File: src/popeye_pkg.sv
//////////////////////////////////////////////////
// Common definitions for the video subsystem:
// raster geometry, download map, pipeline types.
// Blocks pull it in with a wildcard import
//////////////////////////////////////////////////

package popeye_pkg;

    // Horizontal raster, counted in pixels
    localparam logic [8:0] H_VISIBLE = 9'd256;
    localparam logic [8:0] H_TOTAL   = 9'd320;   // 64 blanked pixels

    // Vertical raster, counted in lines
    localparam logic [8:0] V_VISIBLE = 9'd224;
    localparam logic [8:0] V_TOTAL   = 9'd264;   // 40 blanked lines

    // Text layer in 8x8 tiles
    localparam int TILE_COLS = 32;
    localparam int TILE_ROWS = 28;

    // Download map, byte addresses
    // 256 characters of 8 rows, MSB is the leftmost pixel
    localparam logic [11:0] CHAR_BASE = 12'h000;
    localparam logic [11:0] PAL_BASE  = 12'h800;
    localparam logic [11:0] PAL_SIZE  = 12'd32;  // R[7:5] G[4:2] B[1:0]

    // Pixel periods from counter value to rgb
    localparam int PIPE_DEPTH = 3;

    // Target of a download write
    typedef enum logic [1:0] {
        REG_CHAR = 2'd0,
        REG_PAL  = 2'd1,
        REG_NONE = 2'd2        // idle or out of range
    } prom_region_e;

    // Registered download write
    typedef struct packed {
        logic [10:0]  addr;    // offset inside the region
        logic [ 7:0]  data;
        prom_region_e region;
    } prom_wr_t;

    // Raster position out of the timing stage
    typedef struct packed {
        logic [8:0] h;
        logic [8:0] v;
        logic       hb;
        logic       vb;
    } raster_t;

    // Text pixel out of the tile stage
    typedef struct packed {
        logic       pix;
        logic [2:0] color;     // Top bits of the tile code
        logic       hb;
        logic       vb;
    } txt_pix_t;

endpackage

File: src/popeye_timing.sv
//////////////////////////////////////////////////
// Raster counters and blanking flags, first
// pipeline stage. Steps once per pixel enable
//////////////////////////////////////////////////

module popeye_timing
    import popeye_pkg::*;
(
    input  logic    clk,
    input  logic    arst_n,
    input  logic    pxl_cen,
    input  logic    half_cen,
    output raster_t raster
);

logic [8:0] h, v;
logic [8:0] h_nxt, v_nxt;
logic       hb, vb;
logic       h_wrap;
logic       line_end;    // Armed on half_cen ahead of the wrap

assign h_wrap = h == H_TOTAL - 9'd1;

always_comb begin
    h_nxt = h_wrap ? 9'd0 : h + 9'd1;
    v_nxt = v;
    if (h_wrap && line_end) begin
        v_nxt = (v == V_TOTAL - 9'd1) ? 9'd0 : v + 9'd1;
    end
end

// half_cen only sees even h values, so 318 is caught
// and the strobe holds across the 319 -> 0 step
always_ff @(posedge clk or negedge arst_n) begin
    if (!arst_n)       line_end <= 1'b0;
    else if (half_cen) line_end <= h == H_TOTAL - 9'd2;
end

always_ff @(posedge clk or negedge arst_n) begin
    if (!arst_n) begin
        h  <= 9'd0;
        v  <= 9'd0;
        hb <= 1'b0;
        vb <= 1'b0;
    end else if (pxl_cen) begin
        h  <= h_nxt;
        v  <= v_nxt;
        hb <= h_nxt >= H_VISIBLE;    // Flags match the new count
        vb <= v_nxt >= V_VISIBLE;
    end
end

assign raster = '{h: h, v: v, hb: hb, vb: vb};

a_h_range: assert property (@(posedge clk) disable iff (!arst_n)
    h < H_TOTAL);

// The line strobe must be up whenever h wraps or v would stall
a_line_end: assert property (@(posedge clk) disable iff (!arst_n)
    pxl_cen && h_wrap |-> line_end);

endmodule

File: config.mk
export PLATFORM = sky130hd
export DESIGN_NAME = popeye_timing
export DESIGN_NICKNAME = d
export VERILOG_FILES = /design/src/popeye_pkg.sv /design/src/popeye_timing.sv
export SDC_FILE = /design/constraint.sdc
export NUM_CORES = 1
export LEC_CHECK = 0
export BUFFER_PORTS_ARGS = -buffer_cell sky130_fd_sc_hd__buf_2
export CAP_MARGIN = 20
export CORE_MARGIN = 2
export CORE_UTILIZATION = 52
export DETAILED_ROUTE_END_ITERATION = 12
export HOLD_SLACK_MARGIN = 0.02
export PLACE_DENSITY = 0.85
export SKIP_LAST_GASP = 1
export SLEW_MARGIN = 10
export SYNTH_ARGS = -nofsm -noshare
export SYNTH_HDL_FRONTEND = slang
export SYNTH_SLANG_ARGS = --single-unit
File: constraint.sdc
create_clock -name clk -period 2.15 [get_ports clk]
set_clock_uncertainty 0.2 [all_clocks]
set_input_delay 0.215 -clock clk [delete_from_list [all_inputs] [get_ports clk]]
set_output_delay 0.215 -clock clk [all_outputs]
set_load 0.1 [all_outputs]
# Yosys cells after proc, flatten, opt, wreduce, memory -nomap -nowiden
# Index checks and enable logic that the tools add are counted.
# word_totals
out_inout_bits	20
mem_bits_rw	0
rom_bits	0
latchBits	0
memories	0
reg_bits	21
word_cells	16
# classes
multipliers	0
n_eq_ne	3
n_div	0
bitwise_logic	0
addsub	2
order_cmp	2
muxes	3
n_shift	0
n_reduce_logical	1
# ops
cell	count
$eq 9x9->1 const B	3
$mux 9	3
$add 9x1->9 const B	2
$ge 9x8->1 const B	1
$ge 9x9->1 const B	1
$logic_and 1x1->1	1

# Logic depth before layout (Yosys ltp)
# Gate-level depths: netlist of the first run.
# logic_depth
ltp_word	4
mapped_depth	6
mapped_depth_nobuf	6

# Worst setup path before layout of the first run
# Ideal clock, no wire load.
# synth_timing
path_type	reg2reg
from	reg v[0]
to	reg vb
arrival_ps	2280
setup_ps	131
required_ps	1819
path_stages_with_launch	7
setup_slack_ps	-461
period_less_slack_ps	2611
path_cell_list	dfrtp_1 -> ha_1 -> nand3_1 -> nor3_1 -> o21ai_2 -> a221oi_2 -> o22ai_1
# synth_via
elab_chain_cells	4
# synth_rtl
item	line_no	source
start: declaration	popeye_timing.sv:16	logic [8:0] h, v;
start signal: assignment	popeye_timing.sv:47	v <= v_nxt;
$add 9x1->9 / $eq 9x9->1 (equally long branches)	popeye_timing.sv:28	v_nxt = (v == V_TOTAL - 9'd1) ? 9'd0 : v + 9'd1;
$mux 9	popeye_timing.sv:28	
$mux 9 (*)	popeye_timing.sv:27	if (h_wrap && line_end) begin
$ge 9x8->1 (*)	popeye_timing.sv:49	vb <= v_nxt >= V_VISIBLE;
end signal: assignment	popeye_timing.sv:44	vb <= 1'b0;
end signal: assignment	popeye_timing.sv:49	
end: declaration	popeye_timing.sv:18	logic hb, vb;
# Every way passes the cells marked *; elsewhere a longest branch is shown, timed or not.
# A chain may end at the register's enable or synchronous reset.

# Worst setup path after layout of the first run
# Ends and elaborated chain as after synthesis.

==> results of run 1 <==
registers in the layout (all words and copies together), names as in the netlist:
register / count
h: 9
line_end: 1
v: 9
vb: 1
final cells by class:
type | instances | area [sq um]
multi-input combinational | 87 | 553.0
sequential | 20 | 526.8
inverter | 5 | 18.77
fill | 151 | 680.7
tap | 27 | 33.78
clock buffer | 4 | 26.28
timing repair buffer | 26 | 142.6
logic make-up (layout without fill, tap and decap cells):
group / Yosys count / in the layout
AOI/OAI and AO/OA: 27 / 27
xor gates and xnor gates: 8 / 8
adders and majority gates: 3 / 3
buffers and inverters: 10 / 35
DFF: 20 / 20
muxes: 2 / 2
and+or+nand+nor: 47 / 47
worst min-delay path, stage by stage:
cell	delay, ns
sky130_fd_sc_hd__buf_2	0.17
sky130_fd_sc_hd__nand3_1	0.08
sky130_fd_sc_hd__o21ai_0	0.07
placed cells by master, fill, tap and decap left out, drive strengths merged, types with 2 or more instances in the layout:
master	count
a21oi	3
clkbuf	4
nand2	15
nor3	3
inv	5
dlygate4sd3	2
dfrtp	20
buf	24
o22ai	5
nand3	3
nand4	4
ha	3
and4	2
and3	2
xnor2	7
o31ai	3
or3	2
nor2	12
o21ai	12
metrics by stage:
stage	std cells	util	setup slack [ns]	cell area (sq um)	hold WS, ns
2_1_floorplan	117	-	0.02743	1137	-0.2806
3_3_place_gp	163	0.6332	0.2008	1255	-0.02075
3_5_place_dp	163	0.6332	0.1846	1255	-0.01603
4_1_cts	169	0.6566	0.1658	1301	0.07455
5_1_grt	169	0.6566	0.007436	1301	0.1105
6_report	169	0.6566	0.1527	1301	0.06875
metal layers:
metal / vias to the layer above / track usage
li1: 475 / -
met1: 452 / 0.2549
met2: 29 / 0.3268
met3: 6 / 0.01818
met4: 0 / 0.08796
met5: - / 0
final timing paths:
check	slack (ns)	startpoint	end
hold reg to reg	0.30	h[4]	h[4]
setup / recovery	0.15	v[0]	vb
setup reg to reg	0.15	v[0]	vb
max in group asynchronous	1.26	arst_n	v[1]
hold / removal	0.07	pxl_cen	v[8]
min in group asynchronous	0.16	arst_n	v[0]
power by group through the flow:
stage / registers, W / clock network (W) / logic, W
after floorplan: 0.000966 / 0 / 0.000129
after global placement: 0.000533 / 0 / 0.000663
after detailed placement: 0.000534 / 0 / 0.000668
after CTS: 0.000528 / 0.000191 / 0.000672
after global routing: 0.000538 / 0.000203 / 0.000706
final: 0.000528 / 0.000187 / 0.000672
what timing repair did:
item | 4_1_cts | 5_1_grt
hold buffers | 2 | 0
resized for setup | 0 | 0
buffers inserted | 0 | 0
hold endpoints to repair | 21 | 0
==> load_flow_metrics.sql, run 1 <==
INSERT INTO impl_metrics (metric_group, metric, value, unit) VALUES
('timing', 'layout_worst_path_cycle_share', '0.9290', ''),
('timing', 'setup-tns-final', '0', 'ns'),
('worst_setup_path', 'timing.critical_path.slowest_cell_delay', '0.45', 'ns'),
('timing', 'finalWorstPathRequiredPeriod', '1.997', 'ns'),
('detailed_routing', 'drtAntennaViolNets', '0', ''),
('detailed_routing', 'firstDrtPassIters', '4', ''),
('detailed_routing', 'met3_length', '105', 'um'),
('finish', 'num_antenna_cells', '0', ''),
('finish', 'fin_nets', '150', ''),
('grt', 'first_global_vias', '896', ''),
('timing', 'max_slew_headroom', '0.6499', ''),
('detailed_routing', 'totalWireLength', '2161', 'um'),
('power_and_ir_drop', 'power_report.internal_total', '0.0006379', 'W'),
('die', 'floorplan.initialDensity', '0.5581', ''),
('synth', 'synthesis.nets', '124', ''),
('synth', 'synth_edf_count', '0', ''),
('detailed_routing', 'maxUsedRoutingLayer', 'met4', ''),
('synth', 'yosys.area_share.xor_xnor', '0.06335', ''),
('worst_setup_path', 'arr_time_crit_path', '1.99', 'ns'),
('worst_hold_path', 'timing.hold.worst_path_depth', '3', ''),
('placed_design', 'port_buffers', '23', ''),
('grt', 'globalRouteTotalUtil', '0.1955', ''),
('status', 'status', 'finished clean', ''),
('synth', 'post_synth_and_or_nand_nor_area_fraction', '0.2262', ''),
('synth', 'synth-seq-area-share', '0.4525', ''),
('die', 'num_rows', '16', ''),
('clocking', 'tritoncts', 'built', ''),
('timing', 'final_hold_viol_count', '0', ''),
('grt', 'grt_first_pass_wirelength', '3788', 'um'),
('die', 'core-area', '1982', 'sq um'),
('die', 'die_height', '50.12', 'um'),
('synth', 'synth_compound_gate_area_share', '0.1527', ''),
('detailed_routing', 'post-route-drc-count', '0', ''),
('synth', 'synth_area', '1106', 'sq um'),
('clocking', 'clk_transition_reported_paths', '0.11', 'ns'),
('worst_setup_path', 'path_buf_inv', '0', ''),
('worst_setup_path', 'worst-endpoint-required', '2.15', 'ns'),
('synth', 'syn_area_per_cell', '9.454', 'sq um'),
('power_and_ir_drop', 'power.net_switching', '0.0007498', 'W'),
('synth', 'yosys_warnings', '0', ''),
('synth', 'ys.flop_type', 'sky130_fd_sc_hd__dfrtp_1', ''),
('synth', 'dominant_combinational_cell_family_by_area_after_synthesis', 'simple AND/OR/NAND/NOR gates', ''),
('power_and_ir_drop', 'combinationalPowerShare', '0.484', ''),
('clocking', 'numCtsBuffers', '3', ''),
('worst_setup_path', 'cp_top_family', 'simple AND/OR/NAND/NOR gates', ''),
('power_and_ir_drop', 'vdd_ir_drop_max', '1391', 'uV'),
('power_and_ir_drop', 'pwr-share-clk', '0.135', ''),
('detailed_routing', 'wl_met1', '1001', 'um'),
('power_and_ir_drop', 'sequentialPowerShare', '0.381', ''),
('clocking', 'clock_sinks', '20', ''),
('worst_setup_path', 'worstSetupPathDepth', '6', ''),
('worst_setup_path', 'worst-r2r-cell-count', '6', ''),
('die', 'die-area', '2512', 'sq um'),
('synth', 'synth_cell_type_count', '33', ''),
('finish', 'area_delta_synth_final', '17.65', '%'),
('synth', 'synth_top_cells_by_count', 'sky130_fd_sc_hd__dfrtp_1 (20), sky130_fd_sc_hd__nand2_1 (15), sky130_fd_sc_hd__nor2_1 (11), sky130_fd_sc_hd__o21ai_0 (11), sky130_fd_sc_hd__xnor2_1 (7)', ''),
('die', 'number_of_i_o_pins', '24', ''),
('detailed_routing', 'detailedRoute.firstIterationViolations', '30', ''),
('clocking', 'h-tree-depth', '1', ''),
('synth', 'ys_top_cells_by_area', 'sky130_fd_sc_hd__dfrtp_1 (45%), sky130_fd_sc_hd__xnor2_1 (5.5%), sky130_fd_sc_hd__nand2_1 (5.1%), sky130_fd_sc_hd__o21ai_0 (5.0%), sky130_fd_sc_hd__nor2_1 (3.7%)', ''),
('grt', 'grt_antenna_before_repair', '0', ''),
('synth', 'synthArstFlopShare', '1.000', ''),
('clocking', 'cts.root.buffer_cell', 'sky130_fd_sc_hd__clkbuf_4', ''),
('synth', 'most_frequent_cell_after_synthesis', 'sky130_fd_sc_hd__dfrtp_1', ''),
('power_and_ir_drop', 'power_leakage', '0.5545', 'nW'),
('synth', 'post-synth-top-area-fraction', '0.4525', ''),
('timing', 'rsz0062_at_grt', 'no', ''),
('worst_setup_path', 'crit_chain', 'ha_1 > nand3_1 > nor3_2 > o21ai_2 > a221oi_2 > o22ai_1', ''),
('timing', 'worst_slew_pin_slew', '0.5197', 'ns'),
('detailed_routing', 'routed_wire_length_per_instance', '12.79', 'um'),
('detailed_routing', 'vias', '962', '');
Note: power is estimated with default switching activity, not from simulation.
==> run 2: changes to the inputs <==
Settings changed: ABC_AREA from default to 1, BUFFER_PORTS_ARGS -buffer_cell sky130_fd_sc_hd__buf_2 to -buffer_cell sky130_fd_sc_hd__clkbuf_2, CORE_UTILIZATION 52 to 53, PLACE_DENSITY 0.85 to 0.86, SKIP_CTS_REPAIR_TIMING from default to 1.
==> load_flow_metrics.sql, run 2 <==
INSERT INTO impl_metrics (metric_group, metric, value, unit) VALUES
('die', 'number_of_i_o_pins', '24', ''),
('clocking', 'numCtsBuffers', '3', ''),
('detailed_routing', 'drtAntennaViolNets', '0', ''),
('detailed_routing', 'vias_per_cell', '4.986', ''),
('finish', 'reg_top3', 'h: 9 flops, v: 9 flops', ''),
('timing', 'final_hold_viol_count', '0', ''),
('worst_setup_path', 'worst-r2r-cell-count', '10', ''),
('worst_setup_path', 'cp_max_fo', '5', ''),
('power_and_ir_drop', 'power.density', '1093', 'nW/um^2'),
('die', 'die-area', '2591', 'sq um'),
('synth', 'synthArstFlopShare', '1.000', ''),
('timing', 'worst_slew_pin_slew', '0.5488', 'ns'),
('placed_design', 'final_weighted_congestion_in_routability_driven_placement', '0.8594', ''),
('timing', 'finalMaxSlewViolations', '0', ''),
('worst_setup_path', 'crit_path_start_kind', 'register', ''),
('grt', 'grt_antenna_before_repair', '0', ''),
('power_and_ir_drop', 'power_leakage', '0.7126', 'nW'),
('flow_run', 'cap_viol_max_count', '0', ''),
('placed_design', 'place.detailed.instances', '205', ''),
('worst_setup_path', 'arr_time_crit_path', '1.77', 'ns'),
('die', 'dieWidth', '50.91', 'um'),
('finish', 'mostFrequentLayoutCells', 'sky130_fd_sc_hd__nand2_1 (47), sky130_fd_sc_hd__clkbuf_2 (23), sky130_fd_sc_hd__inv_1 (19), sky130_fd_sc_hd__nor2_1 (19)', ''),
('timing', 'finalWorstPathRequiredPeriod', '1.762', 'ns'),
('worst_setup_path', 'r2r_slack', '0.39', 'ns'),
('worst_setup_path', 'crit_type', 'register to register', ''),
('timing', 'rsz0062_at_grt', 'no', ''),
('clocking', 'clock_latency_of_the_later_clocked_register_in_the_worst_skew_pair', '0.30', 'ns'),
('detailed_routing', 'vias', '1057', ''),
('clocking', 'cts.root.buffer_cell', 'sky130_fd_sc_hd__clkbuf_4', ''),
('clocking', 'clock_sinks', '20', ''),
('worst_setup_path', 'rr_startpoint', 'v[1]', ''),
('finish', 'num_antenna_cells', '0', ''),
('synth', 'synth_cell_type_count', '22', ''),
('synth', 'ys.flop_type', 'sky130_fd_sc_hd__dfrtp_1', ''),
('synth', 'synthesis.nets', '165', ''),
('detailed_routing', 'detailedRoute.firstIterationViolations', '27', ''),
('worst_setup_path', 'timing.rr.end', 'vb', ''),
('detailed_routing', 'met3_length', '72', 'um'),
('timing', 'max_slew_headroom', '0.6357', ''),
('synth', 'synthDominantAreaCellType', 'sky130_fd_sc_hd__dfrtp_1', ''),
('die', 'die_height', '50.91', 'um'),
('clocking', 'h-tree-depth', '1', ''),
('synth', 'yosys_warnings', '0', ''),
('synth', 'most_frequent_cell_after_synthesis', 'sky130_fd_sc_hd__nand2_1', ''),
('synth', 'synth_top_cells_by_count', 'sky130_fd_sc_hd__nand2_1 (47), sky130_fd_sc_hd__dfrtp_1 (20), sky130_fd_sc_hd__inv_1 (19), sky130_fd_sc_hd__nor2_1 (19), sky130_fd_sc_hd__nand3_1 (12)', ''),
('grt', 'grt-ovfl-total', '0', ''),
('timing', 'layout_worst_path_cycle_share', '0.8196', ''),
('die', 'floorplan.initialDensity', '0.5767', ''),
('synth', 'synth-seq-area-share', '0.4292', ''),
('synth', 'syn_area_per_cell', '7.380', 'sq um'),
('timing', 'setup-tns-final', '0', 'ns'),
('synth', 'synth_edf_count', '0', ''),
('clocking', 'tritoncts', 'built', ''),
('worst_hold_path', 'hold_path.class', 'primary input to asynchronous set/reset pin', ''),
('die', 'core-area', '2022', 'sq um'),
('finish', 'fin_nets', '193', ''),
('detailed_routing', 'post-route-drc-count', '0', ''),
('detailed_routing', 'totalWireLength', '2423', 'um'),
('grt', 'maximum_number_of_pins_on_one_net_before_global_route_repair', '21', ''),
('placed_design', 'port_buffers', '23', ''),
('timing', 'max_clock_freq', '0.5675', 'GHz'),
('synth', 'post-synth-top-area-fraction', '0.4292', ''),
('worst_setup_path', 'end_kind', 'register', ''),
('synth', 'synth_area', '1166', 'sq um'),
('worst_setup_path', 'worst-endpoint-required', '2.15', 'ns'),
('status', 'status', 'finished clean', ''),
('synth', 'synthesis.instances', '158', ''),
('synth', 'yosys_reg_bits', '20', ''),
('finish', 'share_of_layout_cells_above_drive_strength_1', '0.2541', ''),
('placed_design', 'hpwlAfterDp', '1874', 'um'),
('clocking', 'clock_tree.buffer_depth', '2', ''),
('synth', 'ys_top_cells_by_area', 'sky130_fd_sc_hd__dfrtp_1 (43%), sky130_fd_sc_hd__nand2_1 (15%), sky130_fd_sc_hd__inv_1 (6.1%), sky130_fd_sc_hd__nor2_1 (6.1%), sky130_fd_sc_hd__nand3_1 (5.2%)', ''),
('detailed_routing', 'wl_met1', '1144', 'um'),
('finish', 'area_delta_synth_final', '17.38', '%'),
('grt', 'globalRouteTotalUtil', '0.2192', ''),
('grt', 'grt_first_pass_wirelength', '4271', 'um'),
('detailed_routing', 'firstDrtPassIters', '4', ''),
('timing', 'setup_violators_final', '0', ''),
('grt', 'first_global_vias', '1010', ''),
('clocking', 'clk_transition_reported_paths', '0.11', 'ns'),
('finish', 'mostFrequentLayoutCell', 'sky130_fd_sc_hd__nand2_1', ''),
('finish', 'finalNonFillerCells', '212', ''),
('detailed_routing', 'routed_wire_length_per_instance', '11.43', 'um'),
('power_and_ir_drop', 'vdd_ir_drop_max', '1086', 'uV'),
('detailed_routing', 'met2_wirelength', '1192', 'um'),
('detailed_routing', 'maxUsedRoutingLayer', 'met4', ''),
('die', 'num_rows', '16', '');
## run 2: worst max-delay path by stage
stage	startpoint	cells after the start	slack (ns)	to
5_1_grt	v[1]	10	0.20	vb
3_3_place_gp	v[0]	10	0.49	vb
2_1_floorplan	h[3]	9	0.04	vb
4_1_cts	v[1]	10	0.39	vb
3_5_place_dp	v[1]	10	0.39	vb
6_report	v[1]	10	0.39	vb
## run 2: cells by family (layout without fill, tap and decap cells)
kind of cell	after synthesis	in the layout	share of synthesized area
AND/OR/NAND/NOR	89	89	0.3337
XOR/XNOR	5	5	0.03756
AO/OA/AOI/OAI	17	17	0.07618
flip-flops	20	20	0.4292
buffers and inverters	24	51	0.09120
adder cells (fa/ha/maj)	3	3	0.03219
## run 2: per-layer routing
| layer | vias to the layer above | GRT usage |
|---|---|---|
| met5 | - | 0 |
| met4 | 0 | 0.08559 |
| met3 | 2 | 0.03801 |
| met2 | 18 | 0.3701 |
| met1 | 492 | 0.2777 |
| li1 | 545 | - |
## run 2: final cells by class
class	instances	area, sq um
Timing Repair Buffer	26	145.1
Inverter	21	83.83
Fill cell	182	653.1
Sequential cell	20	510.5
Tap cell	27	33.78
Multi-Input combinational cell	114	559.3
Clock buffer	4	36.28
## run 2: through the flow
step / util / cell area [sq um] / hold slack [ns] / power (W) / worst slack, ns
floorplan: - / 1176 / -0.2806 / 0.001161 / 0.03597
global placement: 0.6442 / 1303 / 0.002130 / 0.001270 / 0.4862
detailed placement: 0.6442 / 1303 / 0.005177 / 0.001287 / 0.3949
CTS: 0.6621 / 1339 / -0.3348 / 0.001506 / 0.3918
global route: 0.6770 / 1369 / 0.2196 / 0.001583 / 0.2000
finish: 0.6770 / 1369 / 0.1967 / 0.001496 / 0.3879
## run 2: worst max-delay path: stages, from the launching register on
cell	delay (ns)
sky130_fd_sc_hd__dfrtp_2	0.41
sky130_fd_sc_hd__ha_1	0.19
sky130_fd_sc_hd__nand2_1	0.08
sky130_fd_sc_hd__nor2_1	0.22
sky130_fd_sc_hd__nand3_1	0.15
sky130_fd_sc_hd__nor2_1	0.12
sky130_fd_sc_hd__nand2_1	0.06
sky130_fd_sc_hd__nand3_1	0.10
sky130_fd_sc_hd__nand2_1	0.05
sky130_fd_sc_hd__inv_1	0.05
sky130_fd_sc_hd__nand2_1	0.04
## run 2: where the power goes
part           internal, W  total [W]  leakage [nW]  switching (W)
Sequential        0.000447   0.000528         0.244      0.0000806
Clock             0.000103   0.000216        0.0210       0.000112
Combinational     0.000117   0.000753         0.447       0.000635
==> run 3: changes to the inputs <==
Clock period 2.15 ns to 1.7 ns, I/O delays scaled along.
==> load_flow_metrics.sql, run 3 (synthesis results as in run 2) <==
INSERT INTO impl_metrics (metric_group, metric, value, unit) VALUES
('placed_design', 'hpwlAfterDp', '1879', 'um'),
('timing', 'layout_worst_path_cycle_share', '1.001', ''),
('clocking', 'cts.root.buffer_cell', 'sky130_fd_sc_hd__clkbuf_4', ''),
('clocking', 'clock_latency_of_the_later_clocked_register_in_the_worst_skew_pair', '0.30', 'ns'),
('worst_setup_path', 'arr_time_crit_path', '1.70', 'ns'),
('worst_setup_path', 'worst-endpoint-required', '1.70', 'ns'),
('timing', 'setup_ws', '-0.001179', 'ns'),
('status', 'status', 'finished with violations', ''),
('clocking', 'numCtsBuffers', '3', ''),
('clocking', 'tritoncts', 'built', ''),
('grt', 'grt_first_pass_wirelength', '4271', 'um'),
('die', 'core-area', '2022', 'sq um'),
('worst_setup_path', 'timing.rr.end', 'v[2]', ''),
('worst_setup_path', 'slowest_stage', 'sky130_fd_sc_hd__dfrtp_4', ''),
('worst_setup_path', 'cp-startpoint', 'h[7]', ''),
('finish', 'reg_top3', 'h: 9 flops, v: 9 flops', ''),
('die', 'die_height', '50.91', 'um'),
('flow_run', 'cap_viol_max_count', '0', ''),
('worst_setup_path', 'r2r_slack', '-0.001', 'ns'),
('grt', 'globalRouteTotalUtil', '0.2179', ''),
('worst_setup_path', 'end_kind', 'register', ''),
('die', 'dieWidth', '50.91', 'um'),
('worst_setup_path', 'crit_chain', 'inv_2 > nand2_2 > nor2_4 > nand2_2 > nor2_4 > nand2_4 > clkinv_4 > nand2_2 > xnor2_1', ''),
('detailed_routing', 'drtAntennaViolNets', '0', ''),
('power_and_ir_drop', 'power.density', '1325', 'nW/um^2'),
('die', 'num_rows', '16', ''),
('worst_setup_path', 'crit_type', 'register to register', ''),
('worst_setup_path', 'crit_path_start_kind', 'register', ''),
('timing', 'finalMaxSlewViolations', '0', ''),
('worst_setup_path', 'timing.critical_path.slowest_cell_delay', '0.51', 'ns'),
('placed_design', 'dp_worst_setup_slack', '0.02113', 'ns'),
('grt', 'maximum_number_of_pins_on_one_net_before_global_route_repair', '21', ''),
('finish', 'fin_util', '0.7556', ''),
('clocking', 'h-tree-depth', '1', ''),
('placed_design', 'final_weighted_congestion_in_routability_driven_placement', '0.8731', ''),
('die', 'die-area', '2591', 'sq um'),
('timing', 'final_hold_viol_count', '0', ''),
('clocking', 'clock_sinks', '20', ''),
('finish', 'mostFrequentLayoutCell', 'sky130_fd_sc_hd__nand2_1', ''),
('detailed_routing', 'totalWireLength', '2646', 'um'),
('worst_setup_path', 'rr_startpoint', 'h[7]', ''),
('finish', 'area_delta_synth_final', '31.01', '%'),
('worst_setup_path', 'crit_path_most_repeated_cell', 'sky130_fd_sc_hd__nand2_2', ''),
('status', 'failed_checks', 'negative setup slack', ''),
('worst_setup_path', 'cp_max_fo', '7', ''),
('detailed_routing', 'post-route-drc-count', '0', ''),
('grt', 'grt_antenna_before_repair', '0', ''),
('worst_setup_path', 'worst-r2r-cell-count', '9', ''),
('grt', 'first_global_vias', '1001', ''),
('worst_setup_path', 'worst_setup_endpoint', 'v[2]', ''),
('power_and_ir_drop', 'vdd_ir_drop_max', '1624', 'uV'),
('timing', 'worst_slew_pin_slew', '0.5499', 'ns'),
('clocking', 'clock_tree.buffer_depth', '2', ''),
('worst_hold_path', 'hold_path.class', 'primary input to asynchronous set/reset pin', ''),
('placed_design', 'port_buffers', '23', ''),
('finish', 'num_antenna_cells', '0', ''),
('finish', 'mostFrequentLayoutCells', 'sky130_fd_sc_hd__nand2_1 (42), sky130_fd_sc_hd__clkbuf_2 (23), sky130_fd_sc_hd__inv_1 (17), sky130_fd_sc_hd__nor2_1 (17)', ''),
('timing', 'max_clock_freq', '0.5878', 'GHz'),
('detailed_routing', 'firstDrtPassIters', '4', ''),
('grt', 'grt-ovfl-total', '0', ''),
('finish', 'share_of_layout_cells_above_drive_strength_1', '0.3968', ''),
('timing', 'setup_violators_final', '1', ''),
('die', 'number_of_i_o_pins', '24', ''),
('detailed_routing', 'detailedRoute.firstIterationViolations', '40', ''),
('timing', 'max_slew_headroom', '0.6350', ''),
('timing', 'rsz0062_at_grt', 'yes', ''),
('detailed_routing', 'vias', '1112', ''),
('clocking', 'clk_transition_reported_paths', '0.11', 'ns'),
('finish', 'fin_nets', '197', ''),
('detailed_routing', 'routed_wire_length_per_instance', '12.25', 'um'),
('power_and_ir_drop', 'power_leakage', '0.7440', 'nW'),
('detailed_routing', 'vias_per_cell', '5.148', ''),
('timing', 'finalWorstPathRequiredPeriod', '1.701', 'ns'),
('die', 'floorplan.initialDensity', '0.5767', '');
-- run 3: cell types whose count changed in the layout (fill, tap and decap cells not counted), moves of 4 or more --
cell,previous run,this run
sky130_fd_sc_hd__dfrtp_4,0,10
sky130_fd_sc_hd__dfrtp_1,12,3
sky130_fd_sc_hd__nand2_1,47,42
sky130_fd_sc_hd__buf_4,0,4
sky130_fd_sc_hd__nand2_2,4,8
sky130_fd_sc_hd__nor2_4,1,5
-- run 3: final cells by class --
class	count	area [sq um]
clock buffers	4	36.28
fillers	150	494.2
inverters	21	83.83
multi-input cells	114	651.9
flip-flops and latches	20	546.8
well taps	27	33.78
repair buffers	30	175.2
-- run 3: critical path: cells and delay by family, from the launching register on --
| kind | cells | cell delay [ns] |
|---|---|---|
| and+or+nand+nor | 6 | 0.62 |
| DFF | 1 | 0.51 |
| buffers and inverters | 2 | 0.15 |
| xor gates and xnor gates | 1 | 0.11 |
-- run 3: worst min path at each step --
| stage | startpoint | cells after the start | end | slack (ns) |
|---|---|---|---|---|
| detailed placement | arst_n | 1 | h[2] | -0.04 |
| finish | arst_n | 2 | h[3] | 0.15 |
| global route | arst_n | 2 | h[2] | 0.19 |
| floorplan | arst_n | 0 | h[8] | -0.33 |
| global placement | arst_n | 1 | h[2] | -0.05 |
| CTS | arst_n | 1 | h[2] | -0.38 |
-- run 3: stage by stage --
stage | power [W] | area (sq um) | setup TNS (ns) | hold slack [ns] | cells
2_1_floorplan | 0.001529 | 1257 | -0.1950 | -0.3256 | 158
3_3_place_gp | 0.001669 | 1384 | 0 | -0.04577 | 205
3_5_place_dp | 0.001692 | 1384 | 0 | -0.04496 | 205
4_1_cts | 0.001966 | 1420 | 0 | -0.3800 | 209
5_1_grt | 0.002106 | 1528 | -0.4548 | 0.1881 | 216
6_report | 0.002025 | 1528 | -0.001179 | 0.1461 | 216
-- run 3: per-layer routing --
| metal | global-route usage | vias to the layer above | share of wire |
|---|---|---|---|
| met5 | 0 | - | 0 |
| li1 | - | 550 | - |
| met4 | 0.08108 | 0 | 0.014 |
| met1 | 0.2817 | 520 | 0.43 |
| met3 | 0.03509 | 6 | 0.044 |
| met2 | 0.3658 | 36 | 0.52 |
-- run 3: power by group --
part | total, W | switching (W) | leakage, nW | internal, W
Combinational | 0.00103 | 0.000850 | 0.490 | 0.000178
Clock | 0.000276 | 0.000145 | 0.0210 | 0.000131
Sequential | 0.000721 | 0.000112 | 0.233 | 0.000609
Total | 0.00202 | 0.00111 | 0.744 | 0.000918
